===== src/source/spc_pkg.sv =====
// SPC core shared definitions
`default_nettype none

package spc_pkg;

	// 16-bit address space, shared by memory and program counter
	typedef logic [15:0] addr_t;
	// data bytes, registers and immediates
	typedef logic [7:0] byte_t;
	typedef logic [7:0] psw_t;
	typedef logic [1:0] reg_index_t;

	// register file slots
	localparam reg_index_t reg_a = 2'd0;
	localparam reg_index_t reg_x = 2'd1;
	localparam reg_index_t reg_y = 2'd2;
	localparam reg_index_t reg_sp = 2'd3;

	// status word bit positions, N sits in bit 0 and C in bit 7
	localparam int unsigned psw_n = 0;
	localparam int unsigned psw_v = 1;
	localparam int unsigned psw_p = 2;
	localparam int unsigned psw_b = 3;
	localparam int unsigned psw_h = 4;
	localparam int unsigned psw_i = 5;
	localparam int unsigned psw_z = 6;
	localparam int unsigned psw_c = 7;

	typedef enum logic [2:0] {
		alu_or, alu_and, alu_xor, alu_andnot,
		alu_add, alu_sub, alu_pass_a, alu_pass_b
	} alu_op_t;

	// where an ALU operand comes from
	typedef enum logic [1:0] {
		operand_register, operand_constant, operand_fetched
	} operand_sel_t;

	typedef enum logic [2:0] {
		stage_fetch, stage_decode, stage_param,
		stage_execute, stage_writeback, stage_halt
	} stage_t;

endpackage

`default_nettype wire


===== src/source/spc_uop_if.sv =====
// Decoded instruction bundle
`timescale 1ns/1ps
`default_nettype none

interface spc_uop_if import spc_pkg::*; ();

	alu_op_t alu_op;
	operand_sel_t a_sel;
	operand_sel_t b_sel;
	reg_index_t a_index;
	byte_t a_const;
	byte_t b_const;
	reg_index_t result_index;
	// result goes back to result_index
	logic write_back;
	// flags touched, and the values they take
	psw_t status_mask;
	psw_t status_value;
	logic branch;
	// instruction carries an immediate byte
	logic two_byte;
	logic illegal;

	modport decoder (
		output alu_op, a_sel, b_sel, a_index, a_const, b_const, result_index,
		write_back, status_mask, status_value, branch, two_byte, illegal
	);

	modport sequencer (
		input alu_op, a_sel, b_sel, a_index, a_const, b_const, result_index,
		write_back, status_mask, status_value, branch, two_byte, illegal
	);

endinterface

`default_nettype wire


===== src/source/spc_alu.sv =====
// Eight-operation ALU
`timescale 1ns/1ps
`default_nettype none

module spc_alu import spc_pkg::*; (
	input alu_op_t op,
	input byte_t a,
	input byte_t b,
	output byte_t result,
	output logic zero
);

	always_comb begin
		case (op)
			alu_or: result = a | b;
			alu_and: result = a & b;
			alu_xor: result = a ^ b;
			alu_andnot: result = a & ~b;
			// sum and difference wrap at 8 bits, no carry in
			alu_add: result = a + b;
			alu_sub: result = a - b;
			alu_pass_a: result = a;
			default: result = b;
		endcase
	end

	assign zero = (result == '0);

endmodule

`default_nettype wire


===== src/source/spc_core.sv =====
// SPC CPU core top
`timescale 1ns/1ps
`default_nettype none

module spc_core import spc_pkg::*; (
	input logic clock,
	input logic reset,
	output addr_t ram_address,
	input byte_t ram_read,
	output logic halted
);

	// sequencer to ALU
	alu_op_t alu_op;
	byte_t alu_a;
	byte_t alu_b;
	byte_t alu_result;
	logic alu_zero;

	// sequencer to register file
	reg_index_t read_index;
	byte_t read_data;
	logic write_enable;
	reg_index_t write_index;
	byte_t write_data;
	logic status_enable;
	psw_t status_mask;
	psw_t status_value;
	psw_t psw;

	spc_uop_if uop_bus ();

	spc_decoder u_decoder (
		.ram_read (ram_read),
		.uop (uop_bus.decoder)
	);

	spc_alu u_alu (
		.op (alu_op),
		.a (alu_a),
		.b (alu_b),
		.result (alu_result),
		.zero (alu_zero)
	);

	spc_register_file u_register_file (
		.clock (clock),
		.reset (reset),
		.read_index (read_index),
		.read_data (read_data),
		.write_enable (write_enable),
		.write_index (write_index),
		.write_data (write_data),
		.status_enable (status_enable),
		.status_mask (status_mask),
		.status_value (status_value),
		.psw (psw)
	);

	spc_sequencer u_sequencer (
		.clock (clock),
		.reset (reset),
		.uop (uop_bus.sequencer),
		.ram_read (ram_read),
		.ram_address (ram_address),
		.halted (halted),
		.alu_op (alu_op),
		.alu_a (alu_a),
		.alu_b (alu_b),
		.alu_result (alu_result),
		.alu_zero (alu_zero),
		.read_index (read_index),
		.read_data (read_data),
		.write_enable (write_enable),
		.write_index (write_index),
		.write_data (write_data),
		.status_enable (status_enable),
		.status_mask (status_mask),
		.status_value (status_value),
		.psw (psw)
	);

endmodule

`default_nettype wire


===== src/source/spc_decoder.sv =====
// Opcode decoder
`timescale 1ns/1ps
`default_nettype none

module spc_decoder import spc_pkg::*; (
	input byte_t ram_read,
	spc_uop_if.decoder uop
);

	// opcode splits as row[7:5], column[4:2], set[1:0]
	logic [2:0] row;

	assign row = ram_read[7:5];

	always_comb begin
		// defaults describe a one-byte instruction with no side effects
		uop.alu_op = alu_pass_a;
		uop.a_sel = operand_register;
		uop.b_sel = operand_register;
		uop.a_index = reg_a;
		uop.a_const = '0;
		uop.b_const = '0;
		uop.result_index = reg_a;
		uop.write_back = 1'b0;
		uop.status_mask = '0;
		uop.status_value = '0;
		uop.branch = 1'b0;
		uop.two_byte = 1'b0;
		uop.illegal = 1'b0;

		case (ram_read[4:0])
			// status control column
			5'b000_00: begin
				case (row)
					3'd1: uop.status_mask[psw_p] = 1'b1;
					3'd2: begin
						uop.status_mask[psw_p] = 1'b1;
						uop.status_value[psw_p] = 1'b1;
					end
					3'd3: uop.status_mask[psw_c] = 1'b1;
					3'd4: begin
						uop.status_mask[psw_c] = 1'b1;
						uop.status_value[psw_c] = 1'b1;
					end
					3'd5: uop.status_mask[psw_i] = 1'b1;
					3'd6: begin
						uop.status_mask[psw_i] = 1'b1;
						uop.status_value[psw_i] = 1'b1;
					end
					3'd7: uop.status_mask[psw_v] = 1'b1;
					// NOP leaves every flag alone
					default: uop.status_mask = '0;
				endcase
			end

			// relative branches, taken when mask op psw gives zero
			5'b100_00: begin
				uop.branch = 1'b1;
				uop.two_byte = 1'b1;
				uop.a_sel = operand_constant;
				// operand b register source is the status word
				uop.b_sel = operand_register;
				// odd rows test for a set flag
				uop.alu_op = row[0] ? alu_andnot : alu_and;
				case (row[2:1])
					2'd0: uop.a_const[psw_n] = 1'b1;
					2'd1: uop.a_const[psw_v] = 1'b1;
					2'd2: uop.a_const[psw_c] = 1'b1;
					default: uop.a_const[psw_z] = 1'b1;
				endcase
			end

			// immediate arithmetic and logic on A
			5'b010_00: begin
				uop.two_byte = 1'b1;
				uop.b_sel = operand_fetched;
				uop.write_back = 1'b1;
				uop.status_mask[psw_z] = 1'b1;
				case (row)
					3'd0: uop.alu_op = alu_or;
					3'd1: uop.alu_op = alu_and;
					3'd2: uop.alu_op = alu_xor;
					// CMP only sets Z
					3'd3: begin
						uop.alu_op = alu_sub;
						uop.write_back = 1'b0;
					end
					3'd4: uop.alu_op = alu_add;
					3'd5: uop.alu_op = alu_sub;
					// CPX compares X
					3'd6: begin
						uop.alu_op = alu_sub;
						uop.a_index = reg_x;
						uop.write_back = 1'b0;
					end
					// LDA passes the immediate through
					default: begin
						uop.alu_op = alu_pass_a;
						uop.a_sel = operand_fetched;
					end
				endcase
			end

			default: uop.illegal = 1'b1;
		endcase
	end

endmodule

`default_nettype wire


===== src/source/spc_register_file.sv =====
// Register file and status word
`timescale 1ns/1ps
`default_nettype none

module spc_register_file import spc_pkg::*; (
	input logic clock,
	input logic reset,
	input reg_index_t read_index,
	output byte_t read_data,
	input logic write_enable,
	input reg_index_t write_index,
	input byte_t write_data,
	input logic status_enable,
	input psw_t status_mask,
	input psw_t status_value,
	output psw_t psw
);

	// A, X, Y and SP
	byte_t regs [4];

	// single asynchronous read port
	assign read_data = regs[read_index];

	always_ff @(posedge clock) begin
		if (reset) begin
			regs[reg_a] <= '0;
			regs[reg_x] <= '0;
			regs[reg_y] <= '0;
			regs[reg_sp] <= '0;
			psw <= '0;
		end else begin
			if (write_enable) begin
				regs[write_index] <= write_data;
			end
			// only the masked flags move
			if (status_enable) begin
				psw <= (psw & ~status_mask) | (status_value & status_mask);
			end
		end
	end

endmodule

`default_nettype wire


===== src/source/spc_sequencer.sv =====
// Instruction stage sequencer
`timescale 1ns/1ps
`default_nettype none

module spc_sequencer import spc_pkg::*; (
	input logic clock,
	input logic reset,
	spc_uop_if.sequencer uop,
	input byte_t ram_read,
	output addr_t ram_address,
	output logic halted,
	output alu_op_t alu_op,
	output byte_t alu_a,
	output byte_t alu_b,
	input byte_t alu_result,
	input logic alu_zero,
	output reg_index_t read_index,
	input byte_t read_data,
	output logic write_enable,
	output reg_index_t write_index,
	output byte_t write_data,
	output logic status_enable,
	output psw_t status_mask,
	output psw_t status_value,
	input psw_t psw
);

	stage_t stage;
	addr_t pc;

	// micro-operation held from decode to write-back
	alu_op_t op_q;
	operand_sel_t a_sel_q;
	operand_sel_t b_sel_q;
	reg_index_t a_index_q;
	byte_t a_const_q;
	byte_t b_const_q;
	reg_index_t result_index_q;
	logic write_back_q;
	psw_t mask_q;
	psw_t value_q;
	logic branch_q;
	logic two_byte_q;

	// datapath registers
	byte_t imm_q;
	byte_t operand_a;
	byte_t operand_b;
	byte_t result_q;
	logic zero_q;

	byte_t a_value;
	byte_t b_value;
	addr_t next_pc;
	addr_t branch_target;

	always_ff @(posedge clock) begin
		if (reset) begin
			stage <= stage_fetch;
			pc <= '0;
		end else begin
			case (stage)
				stage_fetch: stage <= stage_decode;
				// illegal opcode freezes the core at its own address
				stage_decode: stage <= uop.illegal ? stage_halt : stage_param;
				stage_param: stage <= stage_execute;
				stage_execute: stage <= stage_writeback;
				stage_writeback: begin
					stage <= stage_fetch;
					pc <= (branch_q && zero_q) ? branch_target : next_pc;
				end
				default: stage <= stage_halt;
			endcase
		end
	end

	always_ff @(posedge clock) begin
		if (stage == stage_decode) begin
			op_q <= uop.alu_op;
			a_sel_q <= uop.a_sel;
			b_sel_q <= uop.b_sel;
			a_index_q <= uop.a_index;
			a_const_q <= uop.a_const;
			b_const_q <= uop.b_const;
			result_index_q <= uop.result_index;
			write_back_q <= uop.write_back;
			mask_q <= uop.status_mask;
			value_q <= uop.status_value;
			branch_q <= uop.branch;
			two_byte_q <= uop.two_byte;
		end
		// immediate byte is on the bus during param
		if (stage == stage_param) begin
			imm_q <= ram_read;
			operand_a <= a_value;
			operand_b <= b_value;
		end
		if (stage == stage_execute) begin
			result_q <= alu_result;
			zero_q <= alu_zero;
		end
	end

	// operand muxes, resolved in param
	always_comb begin
		case (a_sel_q)
			operand_constant: a_value = a_const_q;
			operand_fetched: a_value = ram_read;
			default: a_value = read_data;
		endcase
		// b has no register port, its register source is the status word
		case (b_sel_q)
			operand_constant: b_value = b_const_q;
			operand_fetched: b_value = ram_read;
			default: b_value = psw;
		endcase
	end

	// opcode address while fetching or halted, immediate address otherwise
	assign ram_address = (stage == stage_fetch || stage == stage_decode
		|| stage == stage_halt) ? pc : pc + 16'd1;

	assign next_pc = pc + (two_byte_q ? 16'd2 : 16'd1);
	// offset is relative to the following instruction
	assign branch_target = next_pc + {{8{imm_q[7]}}, imm_q};

	assign read_index = a_index_q;
	assign alu_op = op_q;
	assign alu_a = operand_a;
	assign alu_b = operand_b;

	assign write_enable = (stage == stage_writeback) && write_back_q;
	assign write_index = result_index_q;
	assign write_data = result_q;

	assign status_enable = (stage == stage_writeback);
	assign status_mask = mask_q;

	// Z follows the ALU whenever the instruction updates it
	always_comb begin
		status_value = value_q;
		if (mask_q[psw_z]) begin
			status_value[psw_z] = zero_q;
		end
	end

	assign halted = (stage == stage_halt);

endmodule

`default_nettype wire


===== config.mk =====
export PLATFORM = sky130hd
export DESIGN_NAME = spc_core
export DESIGN_NICKNAME = d
export VERILOG_FILES = /design/src/source/spc_pkg.sv /design/src/source/spc_uop_if.sv /design/src/source/spc_alu.sv /design/src/source/spc_core.sv /design/src/source/spc_decoder.sv /design/src/source/spc_register_file.sv /design/src/source/spc_sequencer.sv
export SDC_FILE = /design/constraint.sdc
export NUM_CORES = 1
export LEC_CHECK = 0
export CORE_ASPECT_RATIO = 1.2
export CORE_MARGIN = 2
export CORE_UTILIZATION = 65
export CTS_BUF_LIST = sky130_fd_sc_hd__clkbuf_4 sky130_fd_sc_hd__clkbuf_8
export CTS_CLUSTER_DIAMETER = 50
export DETAILED_ROUTE_END_ITERATION = 12
export DONT_BUFFER_PORTS = 1
export PLACE_DENSITY = 0.81
export SLEW_MARGIN = 20
export SYNTH_ARGS = -nofsm -noshare
export SYNTH_HDL_FRONTEND = slang
export SYNTH_SLANG_ARGS = --single-unit

===== constraint.sdc =====
create_clock -name clock -period 7.9 [get_ports clock]
set_clock_uncertainty 0.1 [all_clocks]
set_input_delay 0 -clock clock [delete_from_list [all_inputs] [get_ports clock]]
set_output_delay 0 -clock clock [all_outputs]
set_load 0.005 [all_outputs]

==> results of run 1 <==
## flip-flops by register name, summed over array words and instances (netlist names), 4 cells and up, named ones only
name	count
u_register_file.regs	8
u_sequencer.a_const_q	4
u_sequencer.alu_a	8
u_sequencer.alu_b	8
u_sequencer.imm_q	8
u_sequencer.pc	16
u_sequencer.status_mask	5
u_sequencer.write_data	8
## through the flow
stage                     area (um2)  setup slack, ns  util [%]  power [uW]  hold WS, ns
final                           6180             3.71      71.4         933       0.0216
after global routing            6180             3.39      71.4         969       0.0218
after CTS                       6180             3.74      71.4         933       0.0103
after detailed placement        5880             3.76      67.9         619      -0.0176
after global placement          5880             3.93      67.9         615      -0.0214
after floorplan                 5850             4.26         -         599     -0.00113
## critical path: cells and delay by family (launching register included)
kind                     cells  cell delay [ns]
XOR/XNOR                     1             0.17
multiplexers                 3             0.77
adder cells (fa/ha/maj)      3             1.04
AO/OA/AOI/OAI                4             1.11
AND/OR/NAND/NOR              2             0.39
flip-flops                   1             0.44
buffers and inverters        1             0.07
## report_power, final
part / total (uW) / internal, uW / switching [uW]
Combinational: 113 / 44.8 / 67.7
Sequential: 511 / 497 / 14.1
Clock: 310 / 125 / 185
Total: 933 / 666 / 267
## worst max path at each step
stage,depth (start not counted),end,start
floorplan,14,u_sequencer.pc[15],u_sequencer.two_byte_q
global placement,14,u_sequencer.pc[15],u_sequencer.two_byte_q
detailed placement,14,u_sequencer.pc[15],u_sequencer.two_byte_q
CTS,14,u_sequencer.pc[15],u_sequencer.two_byte_q
global route,14,u_sequencer.pc[15],u_sequencer.two_byte_q
finish,14,u_sequencer.pc[15],u_sequencer.two_byte_q
## synthesized netlist by cell type, drive strengths merged, types with 3 or more instances
cell type   n  area [um2]
o21bai      3        22.5
nor3       25         125
a22oi       7        52.6
and2       16         100
dfxtp      25         500
mux2        9         101
nand3b      3        22.5
nand4       7        43.8
o32ai       4        35.0
fa          3        60.1
a311oi      4        35.0
nand2      72         283
edfxtp     61        1830
or3b        3        26.3
a31oi       4        25.0
nor2       48         180
xor2       19         166
o21ai      31         155
buf         7        57.6
xnor2      30         263
nand3      19        95.1
a22o        4        35.0
or3         8        52.6
ha         36         450
nand2b      7        43.8
o21a        8        60.1
inv        36         135
a21o        8        61.3
and3        5        32.5
clkbuf     27         109
a211oi      8        60.1
a221oi      4        35.0
nor2b      10        62.6
o22ai       5        31.3
a21oi      40         200
## final cells by class
class	count	area share (%)
Tap cell	117	2.37
Clock inverter	7	1.26
Inverter	37	2.25
Clock buffer	9	2.00
Timing Repair Buffer	15	2.23
Multi-Input combinational cell	480	52.1
Sequential cell	86	37.7
## metal layers
metal	global-route usage (%)	share of wire (%)
met1	37.1	38
met2	53.6	50
met3	4.90	7.2
met4	17.5	4.4
met5	0	0
## what timing repair did
| action | 4_1_cts | 5_1_grt |
|---|---|---|
| endpoints found under the setup margin | 0 | 0 |
| hold endpoints to repair | 76 | 0 |
| hold buffers | 10 | 0 |
## cells by family after synthesis
kind of cell,Yosys count
flip-flops,86
adder cells (fa/ha/maj),39
buffers and inverters,71
AND/OR/NAND/NOR,230
multiplexers,13
AO/OA/AOI/OAI,149
XOR/XNOR,49
==> flow_summary_export.csv, run 1 <==
group,metric,value,unit
global_route,first_global_vias,4768,
die,design.core.area,8660,um2
clock_tree,ctsRootBufferMaster,"sky130_fd_sc_hd__clkbuf_8",
pwr,vdd_ir_drop_max,124,uV
die,floorplan.rows,37,
placed_design,hpwlAfterDp,10000,um
die,num_io_pins,27,
logic_synthesis,synth-compound-area-share,16.8,%
route,antenna_violating_nets_post_route,0,
clock_tree,clock_tree.htree_level_count,3,
route,routed_via_count_divided_by_cell_count,6.50,
worst_setup_path,setup.worst_path.end_class,"register",
timing,maxClockFrequency,0.239,GHz
timing,finalCriticalPeriod,4.19,ns
outcome,outcome,"finished, final reports clean",
cells_and_area,mostFrequentLayoutCell,"sky130_fd_sc_hd__nand2_1",
worst_setup_path,timing.critical_path.slowest_stage_cell,"sky130_fd_sc_hd__fa_1",
route,total_length_of_routed_wires,14400,um
cells_and_area,nFillCells,652,
cells_and_area,antenna-diode-count,0,
logic_synthesis,seq_area_frac_synth,39.9,%
worst_setup_path,critical_path.max_stage_delay,0.46,ns
worst_setup_path,required_time_of_the_worst_setup_path,8.06,ns
logic_synthesis,ys_async_sr_fraction,0,%
logic_synthesis,synth.avg_cell_area,9.18,um2
cells_and_area,synthesis_to_finish_area_growth,5.63,%
route,drt_first_pass_iters,5,
logic_synthesis,synthesis.instances,637,
worst_hold_path,hold_depth,2,
worst_hold_path,hold_class,"input port to register",
logic_synthesis,ys_dominant_reg_cell,"sky130_fd_sc_hd__edfxtp_1",
route,route.detailed.drc,0,
cells_and_area,multiInputGateArea,3220,um2
clock_tree,cts.reportedPaths.clkPinSlew,0.10,ns
route,average_wire_per_cell_in_the_routed_design,19.1,um
die,die_area,9780,um2
cells_and_area,drive_above_1_share,6.94,%
logic_synthesis,post_synth_edffs,61,
worst_setup_path,rr_worst_depth,14,
placed_design,dp_cells,725,
logic_synthesis,postSynthRegisterBits,86,
clock_tree,clkLatencyLatePin,0.36,ns
logic_synthesis,synthesis.area,5850,um2
job,drv.max_cap_violation_count,0,
clock_tree,clock-sinks,86,
worst_setup_path,crit-reg2reg-launch,"u_sequencer.two_byte_q",
worst_setup_path,worst-r2r-setup-slack,3.71,ns
logic_synthesis,post_synth_and_or_nand_nor_area_fraction,19.2,%
timing,relSlewSlack,25.9,%
cells_and_area,seq_area,2330,um2
route,vias,4884,
placed_design,portBuffers,0,
worst_setup_path,largest_fanout_of_any_net_on_the_critical_path,6,
logic_synthesis,synth_mux_area_share,2.84,%
worst_hold_path,hold_path_startpoint,"ram_read[4]",
die,initial_utilization,67.6,%
timing,setup_viol,0,
die,die_width,90.6,um
clock_tree,cts_repair_resize_count,0,
global_route,global_route_wire_length_before_repair,23700,um
global_route,antenna_found_initial,0,
logic_synthesis,postSynthNetCount,686,
worst_setup_path,timing_worst_setup_path_type,"register to register",
global_route,grt_max_degree,35,
clock_tree,cts_tree,"yes",
cells_and_area,final_cell_mix,"sky130_fd_sc_hd__nand2_1 (69), sky130_fd_sc_hd__edfxtp_1 (61), sky130_fd_sc_hd__nor2_1 (48), sky130_fd_sc_hd__a21oi_1 (40)",
timing,fin_crit_sh,53.0,%
timing,final-hold-violation-count,0,
global_route,grt_usage,31.0,%
clock_tree,postCtsSetupBuffers,0,
placed_design,gp_congestion,0.930,
die,die_y,108,um
global_route,grt-ovfl-total,0,
logic_synthesis,yosysUniqueCellTypes,65,
logic_synthesis,yosys.area_share.xor_xnor,7.34,%
timing,worst_pin_slew,1.11,ns
timing,max_slew_violation_total_from_the_final_report,0,
cells_and_area,non_filler_instance_count_after_layout,751,
logic_synthesis,synth_top_family_by_area,"simple AND/OR/NAND/NOR gates",
logic_synthesis,synthAdderAreaFrac,8.73,%
timing,totalNegativeSetupSlack,0,ns
route,drt_iter0_markers,350,
clock_tree,cts.path.max_buffers,2,
worst_setup_path,critPathArrivalTime,4.35,ns
logic_synthesis,ys_warn_count,0,
clock_tree,cts_buffers,9,
worst_setup_path,crit_path_cell_trace,"inv_1, ha_1, fa_1, nand3_1, nor2_1, xor2_1, ha_1, a2111oi_0, o21ai_0, a31oi_1, o21ai_0, mux2i_1, mux2i_1, mux2_1",
worst_setup_path,reg2reg_to,"u_sequencer.pc[15]",
worst_hold_path,min_delay_worst_endpoint,"u_sequencer.value_q[5]",
pwr,total_leakage_power,0.00243,uW
timing,rsz_0062_raised_after_global_routing,"false",
cells_and_area,finalNetCount,678,
worst_setup_path,worst_setup_path_start_kind,"register",
pwr,p_per_area,151,nW/um2
(Power assumes the default switching activity.)
==> run 2: changes to the inputs <==
--- a/config.mk
+++ b/config.mk
@@ -7,12 +7,12 @@
 export LEC_CHECK = 0
 export CORE_ASPECT_RATIO = 1.2
 export CORE_MARGIN = 2
-export CORE_UTILIZATION = 65
+export CORE_UTILIZATION = 60
 export CTS_BUF_LIST = sky130_fd_sc_hd__clkbuf_4 sky130_fd_sc_hd__clkbuf_8
 export CTS_CLUSTER_DIAMETER = 50
 export DETAILED_ROUTE_END_ITERATION = 12
 export DONT_BUFFER_PORTS = 1
-export PLACE_DENSITY = 0.81
+export PLACE_DENSITY = 0.79
 export SLEW_MARGIN = 20
 export SYNTH_ARGS = -nofsm -noshare
 export SYNTH_HDL_FRONTEND = slang
==> constraint.sdc (replaced) <==
create_clock -name clock -period 3.7 [get_ports clock]
set_clock_uncertainty 0.1 [all_clocks]
set_input_delay 0 -clock clock [delete_from_list [all_inputs] [get_ports clock]]
set_output_delay 0 -clock clock [all_outputs]
set_load 0.005 [all_outputs]
==> flow_summary_export.csv, run 2 (same netlist as run 1, synthesis figures left out) <==
group,metric,value,unit
worst_hold_path,min_delay_worst_endpoint,"u_sequencer.value_q[5]",
route,routed_via_count_divided_by_cell_count,6.44,
route,antenna_violating_nets_post_route,0,
pwr,p_per_area,311,nW/um2
worst_setup_path,reg2reg_to,"u_sequencer.pc[15]",
route,drt_first_pass_iters,5,
die,die_width,94.1,um
worst_setup_path,required_time_of_the_worst_setup_path,3.86,ns
die,num_io_pins,27,
route,total_length_of_routed_wires,15000,um
clock_tree,cts_tree,"yes",
timing,final-hold-violation-count,0,
cells_and_area,synthesis_to_finish_area_growth,8.75,%
timing,relSlewSlack,25.8,%
timing,fin_crit_sh,96.9,%
die,die_area,10600,um2
timing,setup_viol,0,
worst_setup_path,rr_worst_depth,13,
worst_setup_path,worst_setup_path_start_kind,"register",
worst_setup_path,critical_path.max_stage_delay,0.53,ns
worst_hold_path,hold_class,"input port to register",
global_route,grt_usage,29.0,%
timing,maxClockFrequency,0.279,GHz
clock_tree,cts.path.max_buffers,2,
global_route,first_global_vias,4832,
cells_and_area,non_filler_instance_count_after_layout,776,
cells_and_area,antenna-diode-count,0,
worst_setup_path,crit-reg2reg-launch,"u_sequencer.pc[8]",
die,design.core.area,9520,um2
timing,finalCriticalPeriod,3.58,ns
cells_and_area,largest_register_ffs,16,
placed_design,hpwlAfterDp,10400,um
cells_and_area,regMostFlops,"u_sequencer.pc",
worst_setup_path,crit_path_cell_trace,"nand2_4, or4_4, or3b_4, nor2_1, xor2_1, ha_1, nand2_1, nor2_1, a211oi_2, o21ai_2, mux2i_1, mux2i_1, mux2_1",
pwr,total_leakage_power,0.00251,uW
route,average_wire_per_cell_in_the_routed_design,19.3,um
cells_and_area,mostFrequentLayoutCell,"sky130_fd_sc_hd__nand2_1",
timing,whs,0.0143,ns
die,die_y,112,um
die,floorplan.rows,39,
cells_and_area,final_cell_mix,"sky130_fd_sc_hd__nand2_1 (69), sky130_fd_sc_hd__edfxtp_1 (61), sky130_fd_sc_hd__nor2_1 (48), sky130_fd_sc_hd__a21oi_1 (39), sky130_fd_sc_hd__inv_1 (36)",
placed_design,gp_congestion,0.957,
global_route,global_route_wire_length_before_repair,23900,um
clock_tree,cts_buffers,9,
job,drv.max_cap_violation_count,0,
route,vias,4997,
outcome,outcome,"finished, final reports clean",
global_route,grt-ovfl-total,0,
route,route.detailed.drc,0,
timing,worst_pin_slew,1.11,ns
cells_and_area,finalNetCount,697,
worst_setup_path,worst-r2r-setup-slack,0.12,ns
clock_tree,clock_tree.htree_level_count,3,
timing,max_slew_violation_total_from_the_final_report,0,
clock_tree,ctsRootBufferMaster,"sky130_fd_sc_hd__clkbuf_8",
clock_tree,cts.reportedPaths.clkPinSlew,0.10,ns
worst_setup_path,largest_fanout_of_any_net_on_the_critical_path,7,
global_route,antenna_found_initial,0,
worst_hold_path,hold_path_startpoint,"ram_read[4]",
placed_design,portBuffers,0,
die,initial_utilization,61.5,%
global_route,grt_max_degree,34,
placed_design,dp_cells,748,
worst_setup_path,timing.critical_path.slowest_stage_cell,"sky130_fd_sc_hd__or4_4",
pwr,vdd_ir_drop_max,378,uV
worst_setup_path,setup.worst_path.end_class,"register",
cells_and_area,drive_above_1_share,11.0,%
clock_tree,clkLatencyLatePin,0.37,ns
route,drt_iter0_markers,617,
worst_setup_path,critPathArrivalTime,3.75,ns
worst_hold_path,hold_depth,2,
worst_setup_path,timing_worst_setup_path_type,"register to register",
clock_tree,clock-sinks,86,
[run 2: changes by cell type in the layout (fill, tap and decap cells not counted), sizes merged]
cell and change:
buf +19, clkinv -3, clkbuf +2, clkinvlp +2
inv -1
[run 2: timing repair]
action	CTS	global route
endpoints found under the setup margin	1	2
hold buffers	10	0
buffers inserted	0	2
endpoints found under the hold margin	77	0
gates resized for setup	1	13
pin swaps	0	2
gates cloned	0	0
[run 2: layout make-up]
class	instances	area (um2)
fill	727	3150
clock inverter	5	42.5
inverter	37	139
clock buffer	11	139
sequential	86	2330
timing repair buffer	34	284
tap	123	154
multi-input combinational	480	3270
[run 2: worst max-delay path by stage]
stage,start,to,cells past startpoint,slack [ns]
3_5_place_dp,u_sequencer.two_byte_q,u_sequencer.pc[15],14,0.006
2_1_floorplan,u_sequencer.two_byte_q,u_sequencer.pc[15],14,0.06
4_1_cts,u_sequencer.pc[8],u_sequencer.pc[15],12,0.006
5_1_grt,u_sequencer.two_byte_q,u_sequencer.pc[15],15,-0.08
6_report,u_sequencer.pc[8],u_sequencer.pc[15],13,0.12
3_3_place_gp,u_sequencer.two_byte_q,u_sequencer.pc[15],15,0.11
[run 2: stage by stage]
step | util, % | power (uW) | worst slack (ns) | cell area (um2) | TNS, ns
after floorplan | - | 1280 | 0.0649 | 5850 | 0
after global placement | 63.2 | 1320 | 0.114 | 6010 | 0
after detailed placement | 63.2 | 1330 | 0.00579 | 6010 | 0
after CTS | 66.2 | 1960 | 0.00647 | 6300 | 0
after global routing | 66.9 | 2040 | -0.0768 | 6360 | -0.0768
final | 66.9 | 1980 | 0.117 | 6360 | 0
[run 2: power by group]
part	internal, uW	leakage, uW	switching, uW	total [uW]
Sequential	1060	0.000788	21.5	1080
Clock	266	0.0000849	364	630
Combinational	106	0.00164	161	267
Total	1430	0.00251	546	1980
[run 2: critical path, delay by kind of cell (launching register included)]
| family | cells | cell delay, ns |
|---|---|---|
| AND/OR/NAND/NOR | 6 | 1.39 |
| multiplexers | 3 | 0.75 |
| flip-flops | 1 | 0.45 |
| AO/OA/AOI/OAI | 2 | 0.31 |
| adder cells (fa/ha/maj) | 1 | 0.30 |
| XOR/XNOR | 1 | 0.18 |
[run 2: routing by layer]
metal	part of all wire, %	global-route usage (%)	vias up
met5	0	0	-
met4	4.0	12.7	0
met3	5.7	4.83	56
met2	50	49.9	242
met1	40	35.7	2381
li1	-	-	2318
==> run 3: changes to the inputs <==
--- a/config.mk
+++ b/config.mk
@@ -7,13 +7,14 @@
 export LEC_CHECK = 0
 export CORE_ASPECT_RATIO = 1.2
 export CORE_MARGIN = 2
-export CORE_UTILIZATION = 60
+export CORE_UTILIZATION = 61
 export CTS_BUF_LIST = sky130_fd_sc_hd__clkbuf_4 sky130_fd_sc_hd__clkbuf_8
 export CTS_CLUSTER_DIAMETER = 50
 export DETAILED_ROUTE_END_ITERATION = 12
 export DONT_BUFFER_PORTS = 1
-export PLACE_DENSITY = 0.79
+export PLACE_DENSITY = 0.8
 export SLEW_MARGIN = 20
 export SYNTH_ARGS = -nofsm -noshare
 export SYNTH_HDL_FRONTEND = slang
+export SYNTH_HIERARCHICAL = 1
 export SYNTH_SLANG_ARGS = --single-unit
==> flow_summary_export.csv, run 3 <==
group,metric,value,unit
logic_synthesis,seq_area_frac_synth,45.0,%
pwr,p_per_area,373,nW/um2
cells_and_area,drive_above_1_share,15.1,%
route,routed_via_count_divided_by_cell_count,6.25,
timing,fin_crit_sh,96.3,%
logic_synthesis,synthesis.instances,821,
logic_synthesis,synthesis.area,8610,um2
worst_setup_path,timing_worst_setup_path_type,"register to register",
route,antenna_violating_nets_post_route,0,
logic_synthesis,ys_warn_count,6,
global_route,grt_util_met3,6.42,%
clock_tree,cts.path.max_buffers,2,
worst_setup_path,required_time_of_the_worst_setup_path,3.93,ns
die,design.core.area,13800,um2
timing,relSlewSlack,42.8,%
worst_setup_path,critPathArrivalTime,3.79,ns
logic_synthesis,post_synth_and_or_nand_nor_area_fraction,16.8,%
global_route,grt_max_degree,35,
outcome,outcome,"finished, final reports clean",
logic_synthesis,synth_area_leader_cell,"sky130_fd_sc_hd__edfxtp_1",
global_route,busiest_layer,"met2",
global_route,grt_use_met2,48.9,%
pwr,seq_power_share,51.4,%
pwr,total_leakage_power,0.00367,uW
logic_synthesis,synth_mux_area_share,2.86,%
logic_synthesis,synth.avg_cell_area,10.5,um2
clock_tree,cts.reportedPaths.clkPinSlew,0.08,ns
route,total_length_of_routed_wires,20300,um
timing,worst_pin_slew,0.856,ns
cells_and_area,non_filler_instance_count_after_layout,1020,
die,num_io_pins,27,
clock_tree,cts_tree,"yes",
timing,final_critical_path_setup_slack,0.136,ns
placed_design,placed_cell_area,8630,um2
timing,final-hold-violation-count,0,
logic_synthesis,synth_area_leaders,"sky130_fd_sc_hd__edfxtp_1 (39%), sky130_fd_sc_hd__dfxtp_1 (6.3%), sky130_fd_sc_hd__ha_1 (6.0%)",
clock_tree,cts_buffers,17,
logic_synthesis,ys_dominant_reg_cell,"sky130_fd_sc_hd__edfxtp_1",
cells_and_area,largest_register_ffs,32,
pwr,netSwitchingPower,839,uW
global_route,global_route_wire_length_before_repair,32100,um
worst_hold_path,hold_class,"input port to register",
worst_setup_path,setup.worst_path.end_class,"register",
pwr,vdd_ir_drop_max,302,uV
worst_setup_path,setup.worst_path.start,"u_sequencer/two_byte_q",
cells_and_area,top_regs,"u_register_file/regs: 32 flops, u_sequencer/pc: 16 flops",
logic_synthesis,ys_async_sr_fraction,0,%
route,vias,6376,
logic_synthesis,post_synth_top_cells,"sky130_fd_sc_hd__edfxtp_1 (111), sky130_fd_sc_hd__nand2_1 (62), sky130_fd_sc_hd__nor2_1 (48), sky130_fd_sc_hd__ha_1 (41), sky130_fd_sc_hd__a21oi_1 (39)",
clock_tree,clock_tree.htree_level_count,4,
worst_hold_path,hold_path_startpoint,"reset",
worst_setup_path,crit-reg2reg-launch,"u_sequencer/two_byte_q",
die,floorplan.rows,47,
global_route,first_global_vias,6340,
placed_design,portBuffers,0,
logic_synthesis,post-synth-top-count-cell,"sky130_fd_sc_hd__edfxtp_1",
worst_setup_path,largest_fanout_of_any_net_on_the_critical_path,4,
global_route,antenna_found_initial,5,
clock_tree,ctsRootBufferMaster,"sky130_fd_sc_hd__clkbuf_8",
logic_synthesis,synth_top_cell_area_share,38.7,%
logic_synthesis,synthAdderAreaFrac,6.66,%
logic_synthesis,postSynthRegisterBits,138,
worst_setup_path,worst_setup_path_start_kind,"register",
placed_design,dp_cells,963,
global_route,grt_usage,27.5,%
logic_synthesis,yosys.area_share.xor_xnor,4.88,%
route,drt_first_pass_iters,5,
die,initial_utilization,62.3,%
logic_synthesis,synth_top_family_by_area,"simple AND/OR/NAND/NOR gates",
die,die_area,15100,um2
job,drv.max_cap_violation_count,0,
clock_tree,clkLatencyLatePin,0.44,ns
placed_design,pre_cts_slack,-0.0330,ns
cells_and_area,finalCoreUtilization,67.6,%
timing,finalCriticalPeriod,3.56,ns
timing,max_slew_violation_total_from_the_final_report,0,
pwr,switching_share,24.1,%
logic_synthesis,post_synth_edffs,111,
cells_and_area,area_of_all_placed_cells_without_fillers,9340,um2
logic_synthesis,yosysUniqueCellTypes,89,
route,drt_iter0_markers,793,
cells_and_area,final_cell_mix,"sky130_fd_sc_hd__edfxtp_1 (111), sky130_fd_sc_hd__nand2_1 (62), sky130_fd_sc_hd__nor2_1 (46), sky130_fd_sc_hd__ha_1 (40)",
cells_and_area,synthesis_to_finish_area_growth,8.44,%
timing,maxClockFrequency,0.281,GHz
logic_synthesis,synth-compound-area-share,16.5,%
cells_and_area,finalNetCount,884,
global_route,grt-ovfl-total,0,
pwr,power_frac_clock,37.4,%
cells_and_area,nFillCells,1010,
route,average_wire_per_cell_in_the_routed_design,19.9,um
cells_and_area,mostFrequentLayoutCell,"sky130_fd_sc_hd__edfxtp_1",
die,die_width,112,um
pwr,internal_power,2650,uW
timing,setup_viol,0,
pwr,combinational_fraction_of_design_power,11.2,%
clock_tree,clock-sinks,138,
placed_design,hpwlAfterDp,14100,um
placed_design,gp_congestion,0.933,
global_route,globalRouteMet1Util,31.6,%
route,route.detailed.drc,0,
cells_and_area,regMostFlops,"u_register_file/regs",
die,die_y,134,um
==> run 3: power groups by stage <==
stage               Sequential, uW  Clock (uW)  Combinational [uW]
floorplan                     1810           0                 303
global placement              1820           0                 327
detailed placement            1820           0                 340
CTS                           1790        1310                 381
global route                  1800        1380                 427
finish                        1790        1300                 392
==> run 3: cell families (layout without fill, tap and decap cells) <==
| kind of cell | after synthesis | after routing |
|---|---|---|
| buffers and inverters | 115 | 114 |
| XOR/XNOR | 48 | 48 |
| adder cells (fa/ha/maj) | 44 | 44 |
| AND/OR/NAND/NOR | 258 | 258 |
| other | 1 | 30 |
| multiplexers | 14 | 14 |
| flip-flops | 138 | 138 |
| AO/OA/AOI/OAI | 203 | 203 |
==> run 3: critical path, cell delays in order, from the launching register on <==
cell	delay (ns)
sky130_fd_sc_hd__edfxtp_1	0.43
sky130_fd_sc_hd__inv_2	0.09
sky130_fd_sc_hd__ha_4	0.14
sky130_fd_sc_hd__fa_2	0.21
sky130_fd_sc_hd__nand3_2	0.12
sky130_fd_sc_hd__buf_6	0.16
sky130_fd_sc_hd__or2_1	0.23
sky130_fd_sc_hd__nor2_2	0.11
sky130_fd_sc_hd__xor2_1	0.20
sky130_fd_sc_hd__ha_1	0.31
sky130_fd_sc_hd__a21oi_2	0.18
sky130_fd_sc_hd__o21bai_2	0.11
sky130_fd_sc_hd__a221oi_4	0.30
sky130_fd_sc_hd__and4_4	0.27
sky130_fd_sc_hd__o21ai_1	0.09
sky130_fd_sc_hd__o31ai_2	0.08
sky130_fd_sc_hd__mux2_1	0.35
==> run 3: through the flow <==
| step | hold WS [ns] | total power [uW] | setup TNS, ns |
|---|---|---|---|
| 6_report | 0.0580 | 3490 | 0 |
| 5_1_grt | 0.0519 | 3600 | -0.0255 |
| 4_1_cts | 0.0130 | 3480 | 0 |
| 3_5_place_dp | -0.0203 | 2170 | -0.0330 |
| 3_3_place_gp | -0.0228 | 2150 | 0 |
| 2_1_floorplan | -0.00113 | 2110 | 0 |
==> run 3: layout make-up <==
type	instances	area (um2)	share of cell area, %
antenna	6	15.0	0.161
tap	171	214	2.29
inverter	38	143	1.53
clock buffer	24	305	3.27
multi-input combinational	591	4280	45.9
timing repair buffer	44	384	4.11
sequential	138	3870	41.5
clock inverter	8	119	1.27
==> run 3: repair_timing <==
item	in CTS	in global routing
hold buffers	16	0
setup endpoints to repair	1	1
pin swaps	1	9
gates resized for setup	4	13
endpoints found under the hold margin	105	0
buffers inserted	0	4
==> run 3: worst paths after layout <==
kind / to / slack (ns) / cells past startpoint
setup / recovery: u_sequencer/pc[15] / 0.14 / 16
hold / removal: u_register_file/regs[1][1] / 0.06 / 1
setup reg to reg: u_sequencer/pc[15] / 0.14 / 16
hold reg to reg: register / 0.43 / 2
==> run 3: routing by layer <==
| layer | vias up | wire (um) |
|---|---|---|
| li1 | 2989 | - |
| met1 | 3065 | 7660 |
| met2 | 266 | 10600 |
| met3 | 56 | 1280 |
| met4 | 0 | 758 |
| met5 | - | 0 |
